[src/common/mioc_macros.svh]
`ifndef MIOC_MACROS_SVH
`define MIOC_MACROS_SVH

// cpu bus widths
`define MIOC_ADDR_W     16    // z80 address bus
`define MIOC_MAP_W      4     // map register, one nibble off bd

// map register layout
`define MIOC_FIELD_W    2     // width of each map field

// encodings carried by the package enums
`define MIOC_TGT_W      3     // device select
`define MIOC_STATE_W    2     // dram cycle phase

// i/o port decode
`define MIOC_PORT_HI    7     // port select sits in address bits 7:6
`define MIOC_PORT_LO    6
`define MIOC_MAP_PORT   2'b01 // value of addr[7:6] for the map port

// address bits used by the memory side
`define MIOC_BANK_BIT   15    // splits lower and upper 32k
`define MIOC_RA7_ROW    7     // ra7 source during the row phase
`define MIOC_RA7_COL    15    // ra7 source during the column phase

`endif
[src/common/mioc_dram_pkg.sv]
`include "mioc_macros.svh"

package mioc_dram_pkg;

   // dram cycle phase
   //  ST_IDLE     no request seen
   //  ST_ROW      ras low, row address on the dram pins
   //  ST_COL      mux high, cas allowed for the selected bank
   //  ST_REFRESH  ras only cycle
   typedef enum logic [`MIOC_STATE_W-1:0] {
      ST_IDLE    = 2'd0,
      ST_ROW     = 2'd1,
      ST_COL     = 2'd2,
      ST_REFRESH = 2'd3
   } dram_state_e;

endpackage

[src/common/mioc_map_pkg.sv]
`include "mioc_macros.svh"

package mioc_map_pkg;

   typedef logic [`MIOC_ADDR_W-1:0] cpu_addr_t;   // buffered cpu address
   typedef logic [`MIOC_MAP_W-1:0]  map_data_t;   // nibble written to the map port

   // lower 32k map
   typedef enum logic [`MIOC_FIELD_W-1:0] {
      LOW_BOOT_ROM = 2'd0,   // boot rom
      LOW_RAM1     = 2'd1,
      LOW_RAM2     = 2'd2,
      LOW_ONBOARD  = 2'd3    // cartridge side decode
   } lower_map_e;

   // upper 32k map
   typedef enum logic [`MIOC_FIELD_W-1:0] {
      UP_RAM1    = 2'd0,
      UP_RAM2    = 2'd1,
      UP_AUX_ROM = 2'd2,     // expansion rom slot
      UP_ONBOARD = 2'd3
   } upper_map_e;

   // map register as stored, upper field in bits 3:2
   typedef struct packed {
      upper_map_e upper;
      lower_map_e lower;
   } map_reg_t;

   // device picked for the current access
   typedef enum logic [`MIOC_TGT_W-1:0] {
      TGT_BOOT_ROM = 3'd0,
      TGT_RAM1     = 3'd1,
      TGT_RAM2     = 3'd2,
      TGT_AUX_ROM  = 3'd3,
      TGT_ONBOARD  = 3'd4
   } mem_target_e;

endpackage

[src/common/cpu_bus_if.sv]
`timescale 1ns/1ns

// buffered z80 bus as seen behind the input pads
interface cpu_bus_if;

   import mioc_map_pkg::*;

   cpu_addr_t addr;     // ba lines
   map_data_t data;     // low nibble of bd
   logic      mreq_n;   // memory request
   logic      iorq_n;   // i/o request
   logic      wr_n;     // buffered write
   logic      rfsh_n;   // refresh qualifier

   // map register writes and address decode
   modport map_mp (
      input addr,
      input data,
      input iorq_n,
      input wr_n
   );

   // dram cycle sequencing
   modport cycle_mp (
      input mreq_n,
      input rfsh_n
   );

endinterface

[src/rtl/mioc_top.sv]
`timescale 1ns/1ns

module mioc_top (
   input  logic                    b_phi,         // z80 clock
   input  logic                    arst_n,
   input  mioc_map_pkg::cpu_addr_t ba,            // buffered address
   input  mioc_map_pkg::map_data_t bd,            // data nibble for map writes
   input  logic                    mreq_n,        // buffered memory request
   input  logic                    iorq_n,        // i/o request
   input  logic                    wr_n,          // buffered write
   input  logic                    rfsh_n,        // buffered refresh
   output logic                    ras_n,         // row strobe
   output logic                    mux,           // dram address mux
   output logic                    cas1_n,        // column strobe ram 1
   output logic                    cas2_n,        // column strobe ram 2
   output logic                    bootromcs_n,   // boot rom select
   output logic                    auxromcs_n,    // expansion rom select
   output logic                    en245_n,       // onboard decode buffer enable
   output logic                    ra7            // dram address msb
);

   import mioc_map_pkg::*;
   import mioc_dram_pkg::*;

   mem_target_e target;   // decoded device
   dram_state_e state;    // cycle phase

   // pins onto the internal bus
   cpu_bus_if u_bus ();

   assign u_bus.addr   = ba;
   assign u_bus.data   = bd;
   assign u_bus.mreq_n = mreq_n;
   assign u_bus.iorq_n = iorq_n;
   assign u_bus.wr_n   = wr_n;
   assign u_bus.rfsh_n = rfsh_n;

   // map register and device decode
   memory_map_decode u_memory_map_decode (
      .b_phi  (b_phi),
      .arst_n (arst_n),
      .bus    (u_bus.map_mp),
      .target (target)
   );

   // row, column and refresh sequencing
   dram_cycle_fsm u_dram_cycle_fsm (
      .b_phi  (b_phi),
      .arst_n (arst_n),
      .bus    (u_bus.cycle_mp),
      .state  (state),
      .ras_n  (ras_n),
      .mux    (mux)
   );

   // chip selects, cas and ra7
   mem_strobe_gen u_mem_strobe_gen (
      .state       (state),
      .target      (target),
      .addr        (u_bus.addr),
      .cas1_n      (cas1_n),
      .cas2_n      (cas2_n),
      .bootromcs_n (bootromcs_n),
      .auxromcs_n  (auxromcs_n),
      .en245_n     (en245_n),
      .ra7         (ra7)
   );

endmodule

[src/rtl/mem_strobe_gen.sv]
`timescale 1ns/1ns
`include "mioc_macros.svh"

module mem_strobe_gen (
   input  mioc_dram_pkg::dram_state_e state,         // cycle phase
   input  mioc_map_pkg::mem_target_e  target,        // decoded device
   input  mioc_map_pkg::cpu_addr_t    addr,          // live cpu address
   output logic                       cas1_n,        // column strobe bank 1
   output logic                       cas2_n,        // column strobe bank 2
   output logic                       bootromcs_n,
   output logic                       auxromcs_n,
   output logic                       en245_n,       // onboard decode enable
   output logic                       ra7            // muxed dram address msb
);

   import mioc_map_pkg::*;
   import mioc_dram_pkg::*;

   logic col_phase;   // column half of an access
   logic acc_phase;   // row or column, never refresh

   assign col_phase = (state == ST_COL);
   assign acc_phase = (state == ST_ROW) || col_phase;

   // cas only in the column phase
   assign cas1_n = !(col_phase && (target == TGT_RAM1));
   assign cas2_n = !(col_phase && (target == TGT_RAM2));

   // rom and onboard selects cover the whole access
   assign bootromcs_n = !(acc_phase && (target == TGT_BOOT_ROM));
   assign auxromcs_n  = !(acc_phase && (target == TGT_AUX_ROM));
   assign en245_n     = !(acc_phase && (target == TGT_ONBOARD));

   // a7 for row address, a15 for column
   assign ra7 = col_phase ? addr[`MIOC_RA7_COL] : addr[`MIOC_RA7_ROW];

endmodule

[src/dram_cycle/dram_cycle_fsm.sv]
`timescale 1ns/1ns

module dram_cycle_fsm (
   input  logic                      b_phi,    // z80 clock
   input  logic                      arst_n,
   cpu_bus_if.cycle_mp               bus,
   output mioc_dram_pkg::dram_state_e state,   // current cycle phase
   output logic                      ras_n,    // row strobe, registered
   output logic                      mux       // row/column address select
);

   import mioc_dram_pkg::*;

   dram_state_e state_nxt;

   // next phase from mreq and rfsh
   always_comb begin
      state_nxt = state;
      case (state)
         ST_IDLE: begin
            if (!bus.mreq_n) begin
               state_nxt = bus.rfsh_n ? ST_ROW : ST_REFRESH;   // refresh is ras only
            end
         end
         ST_ROW: begin
            state_nxt = ST_COL;   // one row cycle then column
         end
         ST_COL, ST_REFRESH: begin
            if (bus.mreq_n) begin
               state_nxt = ST_IDLE;   // request gone
            end
         end
         default: begin
            state_nxt = ST_IDLE;
         end
      endcase
   end

   // state and strobes share one edge
   // ras and mux come straight off flops so the dram sees clean edges
   always_ff @(posedge b_phi or negedge arst_n) begin
      if (!arst_n) begin
         state <= ST_IDLE;
         ras_n <= 1'b1;
         mux   <= 1'b0;
      end else begin
         state <= state_nxt;
         ras_n <= (state_nxt == ST_IDLE);   // low through row, col and refresh
         mux   <= (state_nxt == ST_COL);    // column address only in ST_COL
      end
   end

endmodule

[src/memory_map/memory_map_decode.sv]
`timescale 1ns/1ns
`include "mioc_macros.svh"

module memory_map_decode (
   input  logic                      b_phi,    // z80 clock
   input  logic                      arst_n,
   cpu_bus_if.map_mp                 bus,
   output mioc_map_pkg::mem_target_e target    // device for the live address
);

   import mioc_map_pkg::*;

   map_reg_t map_q;       // current memory map
   logic     map_wr;      // i/o write to the map port this cycle
   logic     upper_sel;   // access falls in the upper 32k

   // port decode on addr[7:6], qualified by iorq and write
   assign map_wr = !bus.iorq_n && !bus.wr_n &&
                   (bus.addr[`MIOC_PORT_HI:`MIOC_PORT_LO] == `MIOC_MAP_PORT);

   assign upper_sel = bus.addr[`MIOC_BANK_BIT];

   // map register
   always_ff @(posedge b_phi or negedge arst_n) begin
      if (!arst_n) begin
         map_q <= map_reg_t'('0);   // boot rom low, ram1 high
      end else if (map_wr) begin
         map_q <= map_reg_t'(bus.data);   // bits 1:0 lower, 3:2 upper
      end
   end

   // address to device decode
   // new map takes effect right after the writing edge
   always_comb begin
      target = TGT_BOOT_ROM;
      if (!upper_sel) begin   // 0000-7fff
         case (map_q.lower)
            LOW_BOOT_ROM: target = TGT_BOOT_ROM;
            LOW_RAM1:     target = TGT_RAM1;
            LOW_RAM2:     target = TGT_RAM2;
            LOW_ONBOARD:  target = TGT_ONBOARD;   // handed to the cartridge decode
            default:      target = TGT_BOOT_ROM;
         endcase
      end else begin   // 8000-ffff
         case (map_q.upper)
            UP_RAM1:    target = TGT_RAM1;
            UP_RAM2:    target = TGT_RAM2;
            UP_AUX_ROM: target = TGT_AUX_ROM;   // expansion rom slot
            UP_ONBOARD: target = TGT_ONBOARD;
            default:    target = TGT_RAM1;
         endcase
      end
   end

endmodule

[config.mk]
export PLATFORM = sky130hd
export DESIGN_NAME = mioc_top
export DESIGN_NICKNAME = d
export VERILOG_FILES = /design/src/common/mioc_dram_pkg.sv /design/src/common/mioc_map_pkg.sv /design/src/common/cpu_bus_if.sv /design/src/rtl/mioc_top.sv /design/src/rtl/mem_strobe_gen.sv /design/src/dram_cycle/dram_cycle_fsm.sv /design/src/memory_map/memory_map_decode.sv
export VERILOG_INCLUDE_DIRS = /design/src /design/src/common
export SDC_FILE = /design/constraint.sdc
export NUM_CORES = 1
export LEC_CHECK = 0
export BUFFER_PORTS_ARGS = -buffer_cell sky130_fd_sc_hd__buf_2
export CORE_AREA = 4 4 41 43
export CTS_CLUSTER_SIZE = 14
export DETAILED_ROUTE_END_ITERATION = 10
export DIE_AREA = 0 0 45 47
export GPL_ROUTABILITY_DRIVEN = 0
export GPL_TIMING_DRIVEN = 0
export PLACE_DENSITY = 0.84
export SLEW_MARGIN = 15
export SYNTH_ARGS = -nofsm -noshare
export SYNTH_HDL_FRONTEND = slang
export SYNTH_HIERARCHICAL = 1
export SYNTH_SLANG_ARGS = --single-unit
[constraint.sdc]
create_clock -name b_phi -period 2.67 [get_ports b_phi]
set_input_delay 0.801 -clock b_phi [delete_from_list [all_inputs] [get_ports b_phi]]
set_output_delay 0.801 -clock b_phi [all_outputs]
set_load 0.03 [all_outputs]
# [After elaboration in Yosys (flattened, before gate mapping)]
# Index checks and enable logic that the tools add are counted.
[totals] regBits=8 word_cells=49
[op_classes] reduce_logical=21 eq_ne=15 n_mux=8
[ops] cell="3-bit case mux with 4 select lines" count=2
[ops] cell="2-bit equality test (second input constant)" count=7
[ops] cell="2-bit by 1-bit equality test with 1-bit output (second input constant)" count=4
[ops] cell="2-bit logical NOT" count=4
[ops] cell="1-bit logical AND" count=7
[ops] cell="1-bit logical NOT" count=7
[ops] cell="3-bit by 2-bit equality test with 1-bit output (second input constant)" count=2
[ops] cell="2-bit 2-to-1 mux" count=3
[ops] cell="2-bit case mux with 3 select lines" count=1
[ops] cell="3-bit by 1-bit equality test with 1-bit output (second input constant)" count=1
[ops] cell="3-bit equality test (second input constant)" count=1
[ops] cell="3-bit logical NOT" count=1
[ops] cell="3-bit 2-to-1 mux" count=1
[ops] cell="2-bit OR reduction" count=1
[ops] cell="1-bit logical OR" count=1
[ops] cell="1-bit 2-to-1 mux" count=1

# [Longest topological paths before layout]
# Gate-level depths: netlist of run 1.
[logic_depth] word_depth=6 mapped_depth=5 depth_no_buf=5

# [Hierarchy]
# The synthesis of run 1 kept the hierarchy.
[by_module_without_submodules] mod="memory_map_decode" instances=1 cells_each=23 area_each_um2=257.7 seq_area_each_um2=100.1
[by_module_without_submodules] mod="dram_cycle_fsm" instances=1 cells_each=11 area_each_um2=145.1 seq_area_each_um2=101.3
[by_module_without_submodules] mod="mem_strobe_gen" instances=1 cells_each=8 area_each_um2=78.8 seq_area_each_um2=0.0

# [Worst setup path after synthesis of run 1]
# Ideal clock, no wire load.
[synth_timing] path_kind="in2out" start="input ba[15]" end="output en245_n" n_path_buf=0 path_slack_ps=178 stages=3 t_arrival_ps=1691 cell_sequence="o21ai_0 o21ai_0 or4b_1"
[synth_between] elab_chain_cells=4
[synth_rtl] element="start, declared" line_no="mioc_top.sv:6" rtl="input mioc_map_pkg::cpu_addr_t ba,"
[synth_rtl] element="3-bit 2-to-1 mux" line_no="memory_map_decode.sv:36" rtl="if (!upper_sel) begin"
[synth_rtl] element="named net target[0]" line_no="mioc_top.sv:25" rtl="mem_target_e target;"
[synth_rtl] element="3-bit equality test" line_no="mem_strobe_gen.sv:32" rtl="assign en245_n = !(acc_phase && (target == TGT_ONBOARD));"
[synth_rtl] element="1-bit logical AND" line_no="mem_strobe_gen.sv:32"
[synth_rtl] element="1-bit logical NOT" line_no="mem_strobe_gen.sv:32"
[synth_rtl] element="end, declared" line_no="mioc_top.sv:18" rtl="output logic en245_n,"
# The timed path passes the listed nets, and every way through them passes these cells.

# [Worst setup path in the final report of run 1]
# Same ends and word-level chain as after synthesis.

==> flow_metrics.py, run 1 <==
metrics = {
    "timing": {
        "drv_slew": 0,
        "tightest_slew_ns": 0.337,
        "final_hold_viol_count": 0,
        "period_minus_slack_ns": 2.62,
        "relSlewSlack_pct": 77.4,
        "final.setup.tns_ns": 0,
        "finalCritPeriodShare_pct": 98.0,
        "fin_skew_ns": 0.0000593,
        "setup_viol": 0,
        "rsz0062_at_grt": "yes",
        "max_freq_mhz": 382,
    },
    "setup_path": {
        "end_kind": "output pin",
        "crit_arrival_ns": 1.81,
        "critPathKind": "input pin to output pin",
        "crit_family": "simple AND/OR/NAND/NOR gates",
        "path_max_fanout": 7,
        "path_cells": "buf_2 > o21ai_1 > o21ai_1 > or4b_1 > buf_6",
        "cp_slowest_cell": "or4b_1",
        "crit_buf_inv": 2,
        "start_kind": "input pin",
        "crit_top_cell": "o21ai_1",
        "cpPeakStageDelay_ns": 0.53,
        "worstPathRequired_ns": 1.87,
    },
    "clock_tree": {
        "ctsHoldBuffers": 0,
        "numCtsBuffers": 3,
        "clk_latency_ns": 0.24,
        "cts.clk_slew.worst_paths_ns": 0.06,
        "clkSinkCount": 8,
        "root_buffer": "clkbuf_4",
        "cts-htree-levels": 1,
        "ctsLongestPathBuffers": 2,
        "cts_tree": "yes",
    },
    "layout": {
        "n_antenna_cell": 0,
        "drive_gt1_share_pct": 52.1,
        "layout_commonest_cell": "buf_2",
        "syn_to_final_growth_pct": 41.3,
        "nets": 102,
        "design_area_um2": 681,
        "final_cell_count_no_fill": 86,
        "final_cell_mix": "buf_2, dfrtp_1, buf_4, mux2_2",
    },
    "global_route": {
        "grt_max_degree": 9,
        "grt_usage_pct": 10.3,
        "gr-total-overflow": 0,
        "grt_antenna_before_repair": 0,
        "first_global_vias": 401,
        "grt_pass1_wl_um": 1570,
    },
    "placement": {
        "dpl_cell_area_um2": 601,
        "placed_cells": 77,
        "hpwlAfterDp_um": 818,
        "port_buffers": 20,
    },
    "floorplanning": {
        "core_um2": 1300,
        "initial_utilization_pct": 37.0,
        "pin_count": 34,
        "die_x_um": 45,
        "die_h_um": 47,
        "die_area_um2": 2120,
        "rows": 13,
    },
    "logic_synthesis": {
        "synth_warnings": 6,
        "yosys.area_share.simple_pct": 27.5,
        "postSynthAreaPerCell_um2": 11.5,
        "synth.top_cell.area_share_pct": 36.4,
        "syn_inst": 42,
        "synth.area.mux_share_pct": 11.7,
        "yosysSeqAreaShare_pct": 41.8,
        "synth_area_leaders": "dfrtp_1, mux2_2, ha_1, nand4bb_1, o21ai_0",
        "yosysTopAreaCell": "dfrtp_1",
        "synth_compound_area_share_pct": 6.23,
        "syn_area_um2": 482,
        "syn_nets": 72,
        "synth-xor-area-share_pct": 0,
        "synth_top_family_by_area": "simple AND/OR/NAND/NOR gates",
        "ys_ff_latch": 8,
        "synth_cell_types": 15,
        "synth_adder_area_share_pct": 10.4,
    },
    "drt": {
        "drt_pass1_iterations": 1,
        "routed_wl_um": 1000,
        "vias": 422,
        "drt-initial-drc-count": 0,
        "ant_nets": 0,
        "wire_per_inst_um": 11.6,
        "post-route-drc-count": 0,
        "viasPerCell": 4.91,
    },
    "power": {
        "power_density_nw_per_um2": 660,
        "vdd_drop_max_uv": 367,
        "p_leak_uw": 0.000327,
    },
    "status": {
        "status": "finished, final reports clean",
    },
    "flow_run": {
        "maxCapViolCount": 0,
    },
    "hold_path": {
        "worstHoldPathType": "input pin to asynchronous set/reset pin",
    },
}
-- cells by family (layout without fill, tap and decap cells) --
logic type | Yosys count | count (layout)
flops | 8 | 8
buf+inv | 3 | 32
fa+ha+maj | 4 | 4
compound gates | 6 | 6
simple gates | 16 | 16
mux | 5 | 5
-- routing by layer --
layer  vias to the layer above  share of wire (%)  global-route usage, %
met5                         -                  0                      0
met3                         2                9.1                   2.30
met1                       191                 39                   10.6
met4                         0                1.7                   7.02
li1                        209                  -                      -
met2                        20                 50                   18.6
-- path summary, 6_finish.rpt --
path                                                   start                      endpoint  slack, ns  depth (start not counted)
worst min register to register  u_memory_map_decode/map_q[1]  u_memory_map_decode/map_q[1]       0.56                          1
worst max register to register     u_dram_cycle_fsm/state[1]     u_dram_cycle_fsm/state[0]       1.78                          2
worst min-delay path                                  arst_n  u_memory_map_decode/map_q[0]       0.37                          1
worst max-delay path                                  ba[15]                       en245_n       0.05                          5
max in group asynchronous                             arst_n        u_dram_cycle_fsm/ras_n       2.06                          1
min in group b_phi              u_memory_map_decode/map_q[1]  u_memory_map_decode/map_q[1]       0.56                          1
-- stage by stage --
stage / setup WS, ns / utilization, % / hold slack [ns] / power, uW
floorplan: 0.178 / - / 0.505 / 271
global placement: -0.0296 / 46.2 / 0.534 / 310
detailed placement: -0.0537 / 46.2 / 0.543 / 318
CTS: 0.00494 / 50.7 / 0.370 / 441
global route: -0.0382 / 52.3 / 0.371 / 484
finish: 0.0541 / 52.3 / 0.371 / 449
-- worst reg2reg max path: cells and delay by family, from the launching register on --
kind	cells	cell delay, ns
flops	1	0.40
simple gates	2	0.39
-- where the power goes --
part           internal (uW)  switching, uW  leakage (uW)
registers                145           14.8     0.0000958
clock network           57.0           39.4     0.0000150
logic                   93.4            100      0.000216
-- registers in the layout, summed over array words and instances (netlist names) --
register / flops
u_memory_map_decode/map_q: 4
u_dram_cycle_fsm/state: 2
u_dram_cycle_fsm/mux: 1
u_dram_cycle_fsm/ras_n: 1
-- cell type report --
| class | count | area, um2 |
|---|---|---|
| inverter | 3 | 11.3 |
| clock buffer | 4 | 26.3 |
| timing repair buffer | 25 | 146 |
| fill | 125 | 621 |
| tap | 15 | 18.8 |
| multi-input combinational | 31 | 277 |
| sequential | 8 | 201 |
-- synth_stat cells --
library cell,count
dfrtp_1,7
o21ai_0,6
mux2_2,5
ha_1,4
nand2b_1,4
inv_1,3
nand2_1,3
nand4bb_1,3
and2_1,1
and3b_1,1
dfstp_2,1
nor2b_1,1
nor4b_4,1
or4_1,1
or4b_1,1
-- timing repair --
action,in CTS,in global routing
setup buffers,4,1
pin swaps,0,1
setup endpoints to repair,2,2
resized for setup,4,6
No activity file was read; power rests on OpenSTA's default activity.
==> inputs of run 2 (changes only) <==
CTS_BUF_LIST = sky130_fd_sc_hd__clkbuf_2 sky130_fd_sc_hd__clkbuf_4 sky130_fd_sc_hd__clkbuf_8   (was unset)
==> run 2 against run 1 <==
  * Cell area increased by 2.9%
  * Final cell count increased by 1.2%
  * Fmax increased by 0.19%
  * Sequential power about the same
  * Die area unchanged
  * Core utilization increased by 1.5 points
  * Count of clock-buffer cells in the layout unchanged
  * Setup slack improved by 0.0050 ns
  * Total power increased by 4.7%
  * Largest power group unchanged
==> flow_metrics.py, run 2 (synthesized netlist as in run 1, its figures left out) <==
metrics = {
    "timing": {
        "setup_ws_ns": 0.0591,
        "period_minus_slack_ns": 2.61,
        "drv_slew": 0,
        "setup_viol": 0,
        "relSlewSlack_pct": 77.4,
        "fin_skew_ns": 0.0000648,
        "max_freq_mhz": 383,
        "final.setup.tns_ns": 0,
        "final_hold_viol_count": 0,
        "finalCritPeriodShare_pct": 97.8,
        "tightest_slew_ns": 0.337,
    },
    "drt": {
        "routed_wl_um": 1020,
        "wire_per_inst_um": 11.7,
        "drt_pass1_iterations": 3,
        "post-route-drc-count": 0,
        "drt-initial-drc-count": 2,
        "ant_nets": 0,
        "viasPerCell": 4.85,
        "vias": 422,
    },
    "flow_run": {
        "maxCapViolCount": 0,
    },
    "clock_tree": {
        "cts-htree-levels": 1,
        "ctsLongestPathBuffers": 2,
        "clk_latency_ns": 0.24,
        "root_buffer": "clkbuf_4",
        "numCtsBuffers": 3,
        "cts_tree": "yes",
        "cts.clk_slew.worst_paths_ns": 0.06,
        "ctsHoldBuffers": 0,
        "clkSinkCount": 8,
    },
    "placement": {
        "hpwlAfterDp_um": 818,
        "port_buffers": 20,
        "dpl_cell_area_um2": 601,
        "place_worst_setup_slack_ns": -0.0537,
    },
    "layout": {
        "largest_reg_flops": 4,
        "n_antenna_cell": 0,
        "fillers": 117,
        "final_cell_mix": "buf_2, dfrtp_1, buf_4, mux2_2",
        "regMostFlops": "u_memory_map_decode/map_q",
        "drive_gt1_share_pct": 58.3,
        "design_area_um2": 701,
        "syn_to_final_growth_pct": 45.5,
        "top_regs": "u_memory_map_decode/map_q x4, u_dram_cycle_fsm/state x2",
        "postLayoutCoreUtil_pct": 53.8,
        "nets": 103,
        "layout_commonest_cell": "buf_2",
    },
    "floorplanning": {
        "die_x_um": 45,
        "rows": 13,
        "die_area_um2": 2120,
        "initial_utilization_pct": 37.0,
        "core_um2": 1300,
        "die_h_um": 47,
        "pin_count": 34,
    },
    "global_route": {
        "first_global_vias": 412,
        "grt_usage_pct": 10.3,
        "gr-total-overflow": 0,
        "grt_max_degree": 9,
        "grt_pass1_wl_um": 1580,
        "grt_antenna_before_repair": 0,
    },
    "power": {
        "total_power_uw": 470,
        "pwr-share-comb_pct": 43.5,
        "vdd_drop_max_uv": 365,
        "p_int_uw": 311,
        "p_leak_uw": 0.000338,
        "clock_power_share_pct": 22.6,
        "power_density_nw_per_um2": 671,
        "p_sw_share_pct": 33.8,
        "p_seq_share_pct": 33.9,
        "p_sw_uw": 159,
    },
    "setup_path": {
        "start_kind": "input pin",
        "end_kind": "output pin",
        "critPathKind": "input pin to output pin",
        "path_max_fanout": 7,
        "worstPathRequired_ns": 1.87,
        "crit_arrival_ns": 1.81,
    },
    "status": {
        "status": "finished, final reports clean",
    },
    "hold_path": {
        "worstHoldPathType": "input pin to asynchronous set/reset pin",
    },
}
## run 2: cell count changes in the layout (fill, tap and decap cells not counted), sizes merged
cell	previous run	this run
buf	25	26
## run 2: layout make-up
cell class                      instances  area, um2  area share, %
Multi-Input combinational cell         31        288           41.1
Sequential cell                         8        201           28.7
Timing Repair Buffer                   26        151           21.6
Clock buffer                            4       30.0           4.29
Tap cell                               15       18.8           2.68
Inverter                                3       11.3           1.61
## run 2: metrics by stage
| step | std cells | hold WS [ns] |
|---|---|---|
| 2_1_floorplan | 42 | 0.505 |
| 4_1_cts | 86 | 0.369 |
| 6_report | 87 | 0.371 |
| 3_3_place_gp | 77 | 0.534 |
| 3_5_place_dp | 77 | 0.543 |
| 5_1_grt | 87 | 0.366 |
## run 2: worst paths after layout
path | startpoint | endpoint | slack [ns] | cells after the start
max in group asynchronous | arst_n | u_dram_cycle_fsm/ras_n | 2.06 | 1
hold / removal | arst_n | u_memory_map_decode/map_q[0] | 0.37 | 1
setup / recovery | ba[15] | bootromcs_n | 0.06 | 5
setup reg to reg | u_dram_cycle_fsm/state[1] | u_dram_cycle_fsm/state[0] | 1.78 | 2
min in group b_phi | u_memory_map_decode/map_q[1] | u_memory_map_decode/map_q[1] | 0.56 | 1
hold reg to reg | u_memory_map_decode/map_q[1] | u_memory_map_decode/map_q[1] | 0.56 | 1
## run 2: critical path, stage by stage
cell and delay (ns):
buf_2 0.15, nand2_1 0.09, o21ai_2 0.07, or4_1 0.51, buf_2 0.19
## run 2: what timing repair did
| action | in CTS | in global routing |
|---|---|---|
| buffers inserted | 5 | 1 |
| resized for setup | 4 | 7 |
| endpoints found under the setup margin | 2 | 4 |
| pin swaps | 0 | 0 |
## run 2: power by group through the flow
stage | registers [uW] | clock network [uW] | logic [uW]
6_report | 159 | 106 | 205
5_1_grt | 163 | 119 | 223
4_1_cts | 159 | 112 | 186
3_5_place_dp | 163 | 0 | 155
3_3_place_gp | 162 | 0 | 148
2_1_floorplan | 169 | 0 | 102
## run 2: per-layer routing
layer  global-route usage (%)  up-vias  routed length [um]
met5                        0        -                   0
met4                     7.02        0                  17
met3                     2.30        2                  91
met2                     18.6       20                 505
met1                     10.6      187                 408
li1                         -      213                   -
==> inputs of run 3 (changes only) <==
CORE_AREA = unset   (was 4 4 41 43)
CORE_MARGIN = 4   (was unset)
CORE_UTILIZATION = 37   (was unset)
DIE_AREA = unset   (was 0 0 45 47)
PLACE_DENSITY = 0.88   (was 0.84)
clock period = 2.1 ns   (was 2.67 ns; I/O delays follow)
==> run 3 against run 2 <==
  * The flow now finishes with violations (negative setup slack)
  * Sequential cell count did not move
  * Wire length increased by 2.6%
  * Worst hold slack lost 0.17 ns
  * Die area fell by 8.1%
  * Non-clock buffer count decreased by 3
  * Count of clock-buffer cells in the layout is the same
  * Cell area is 7.1% higher
  * Critical endpoint is now en245_n
  * Highest routed layer is now met3
==> flow_metrics.py, run 3 (synthesized netlist as in run 1, its figures left out) <==
metrics = {
    "status": {
        "status": "finished, violations left",
        "violations": "negative setup slack",
    },
    "floorplanning": {
        "die_area_um2": 1940,
        "core_um2": 1170,
        "die_h_um": 44.1,
        "pin_count": 34,
        "initial_utilization_pct": 41.1,
        "die_x_um": 44.1,
        "rows": 12,
    },
    "layout": {
        "layout_commonest_cell": "buf_2",
        "largest_reg_flops": 4,
        "syn_to_final_growth_pct": 55.8,
        "final_cell_mix": "buf_2, buf_6, dfrtp_1, clkbuf_4, mux2_2",
        "top_regs": "u_memory_map_decode/map_q x4, u_dram_cycle_fsm/state x2",
        "nets": 100,
        "regMostFlops": "u_memory_map_decode/map_q",
        "postLayoutCoreUtil_pct": 64.1,
        "drive_gt1_share_pct": 68.1,
        "n_antenna_cell": 0,
        "fillers": 96,
    },
    "power": {
        "power_density_nw_per_um2": 855,
        "p_leak_uw": 0.000337,
        "vdd_drop_max_uv": 470,
    },
    "global_route": {
        "grt_pass1_wl_um": 1600,
        "gr-total-overflow": 0,
        "grt_usage_pct": 11.3,
        "grt_max_degree": 9,
        "first_global_vias": 409,
        "grt_antenna_before_repair": 0,
    },
    "clock_tree": {
        "ctsLongestPathBuffers": 2,
        "ctsHoldBuffers": 0,
        "cts.clk_slew.worst_paths_ns": 0.06,
        "cts_tree": "yes",
        "cts-htree-levels": 1,
        "numCtsBuffers": 3,
        "root_buffer": "clkbuf_4",
        "clkSinkCount": 8,
        "clk_latency_ns": 0.25,
    },
    "placement": {
        "port_buffers": 20,
        "place_worst_setup_slack_ns": -0.369,
    },
    "drt": {
        "drt_pass1_iterations": 3,
        "wire_per_inst_um": 12.6,
        "routed_wl_um": 1050,
        "top_layer_used": "met3",
        "wl_met1_um": 417,
        "dr_wl_met2_um": 557,
        "vias": 406,
        "ant_nets": 0,
        "viasPerCell": 4.89,
        "post-route-drc-count": 0,
        "drt-initial-drc-count": 1,
        "met3_length_um": 73,
    },
    "timing": {
        "rsz0062_at_grt": "yes",
        "setup_viol": 5,
        "max_freq_mhz": 417,
        "fin_skew_ns": 0.0000726,
        "fin_hold_ws_ns": 0.206,
        "period_minus_slack_ns": 2.40,
        "tightest_slew_ns": 0.353,
        "final_hold_viol_count": 0,
        "relSlewSlack_pct": 76.3,
        "setup_ws_ns": -0.300,
        "finalCritPeriodShare_pct": 114,
        "drv_slew": 0,
    },
    "flow_run": {
        "maxCapViolCount": 0,
    },
    "setup_path": {
        "end_kind": "output pin",
        "path_max_fanout": 3,
        "worstPathRequired_ns": 1.47,
        "crit_arrival_ns": 1.77,
        "start_kind": "register",
        "critPathKind": "register to output pin",
    },
    "hold_path": {
        "worstHoldPathType": "input pin to asynchronous set/reset pin",
    },
}
[run 3: cell types whose count changed in the layout (fill, tap and decap cells not counted), sizes merged]
cell,before,now
buf,26,22
clkbuf,4,5
[run 3: power breakdown]
| group | internal (uW) | switching [uW] | total (uW) |
|---|---|---|---|
| clock | 85.5 | 51.8 | 137 |
| combinational | 148 | 146 | 294 |
| sequential | 185 | 25.5 | 210 |
| total | 418 | 224 | 642 |
[run 3: layout make-up]
type | instances | area, um2 | area share, %
clock buffer | 4 | 30.0 | 4.00
tap | 14 | 17.5 | 2.33
sequential | 8 | 203 | 27.0
multi-input combinational | 31 | 329 | 43.8
inverter | 3 | 11.3 | 1.50
timing repair buffer | 23 | 160 | 21.3
[run 3: layer usage]
layer	global-route usage (%)	vias to the layer above
met1	12.5	184
met5	0	-
met3	2.85	0
li1	-	207
met2	18.3	15
met4	9.04	0
[run 3: path summary, 6_finish.rpt]
kind	startpoint	end	slack, ns	cells after the start
worst min register to register	u_memory_map_decode/map_q[1]	u_memory_map_decode/map_q[1]	0.57	1
worst max-delay path	u_memory_map_decode/map_q[2]	en245_n	-0.30	6
worst min-delay path	arst_n	u_memory_map_decode/map_q[2]	0.21	1
worst max register to register	u_dram_cycle_fsm/state[1]	u_dram_cycle_fsm/state[0]	1.22	2
max in group asynchronous	arst_n	u_dram_cycle_fsm/ras_n	1.66	1
min in group b_phi	u_memory_map_decode/map_q[1]	u_memory_map_decode/map_q[1]	0.57	1
[run 3: stage by stage]
stage	cells	TNS, ns	cell area [um2]	total power [uW]
floorplan	42	-0.00526	489	354
global placement	76	-0.731	607	403
detailed placement	76	-0.923	607	413
CTS	82	-1.03	696	606
global route	83	-1.19	751	689
finish	83	-0.832	751	642
[run 3: critical path, cell delays in order, from the launching register on]
cell and delay, ns:
dfrtp_1 0.39, inv_2 0.08, ha_4 0.16, o21ai_2 0.13, o21ai_2 0.08, or4b_4 0.52, buf_6 0.15
[run 3: timing repair]
action	4_1_cts	5_1_grt
pin swaps	5	3
setup endpoints to repair	5	6
buffers inserted	2	2
resized for setup	19	11
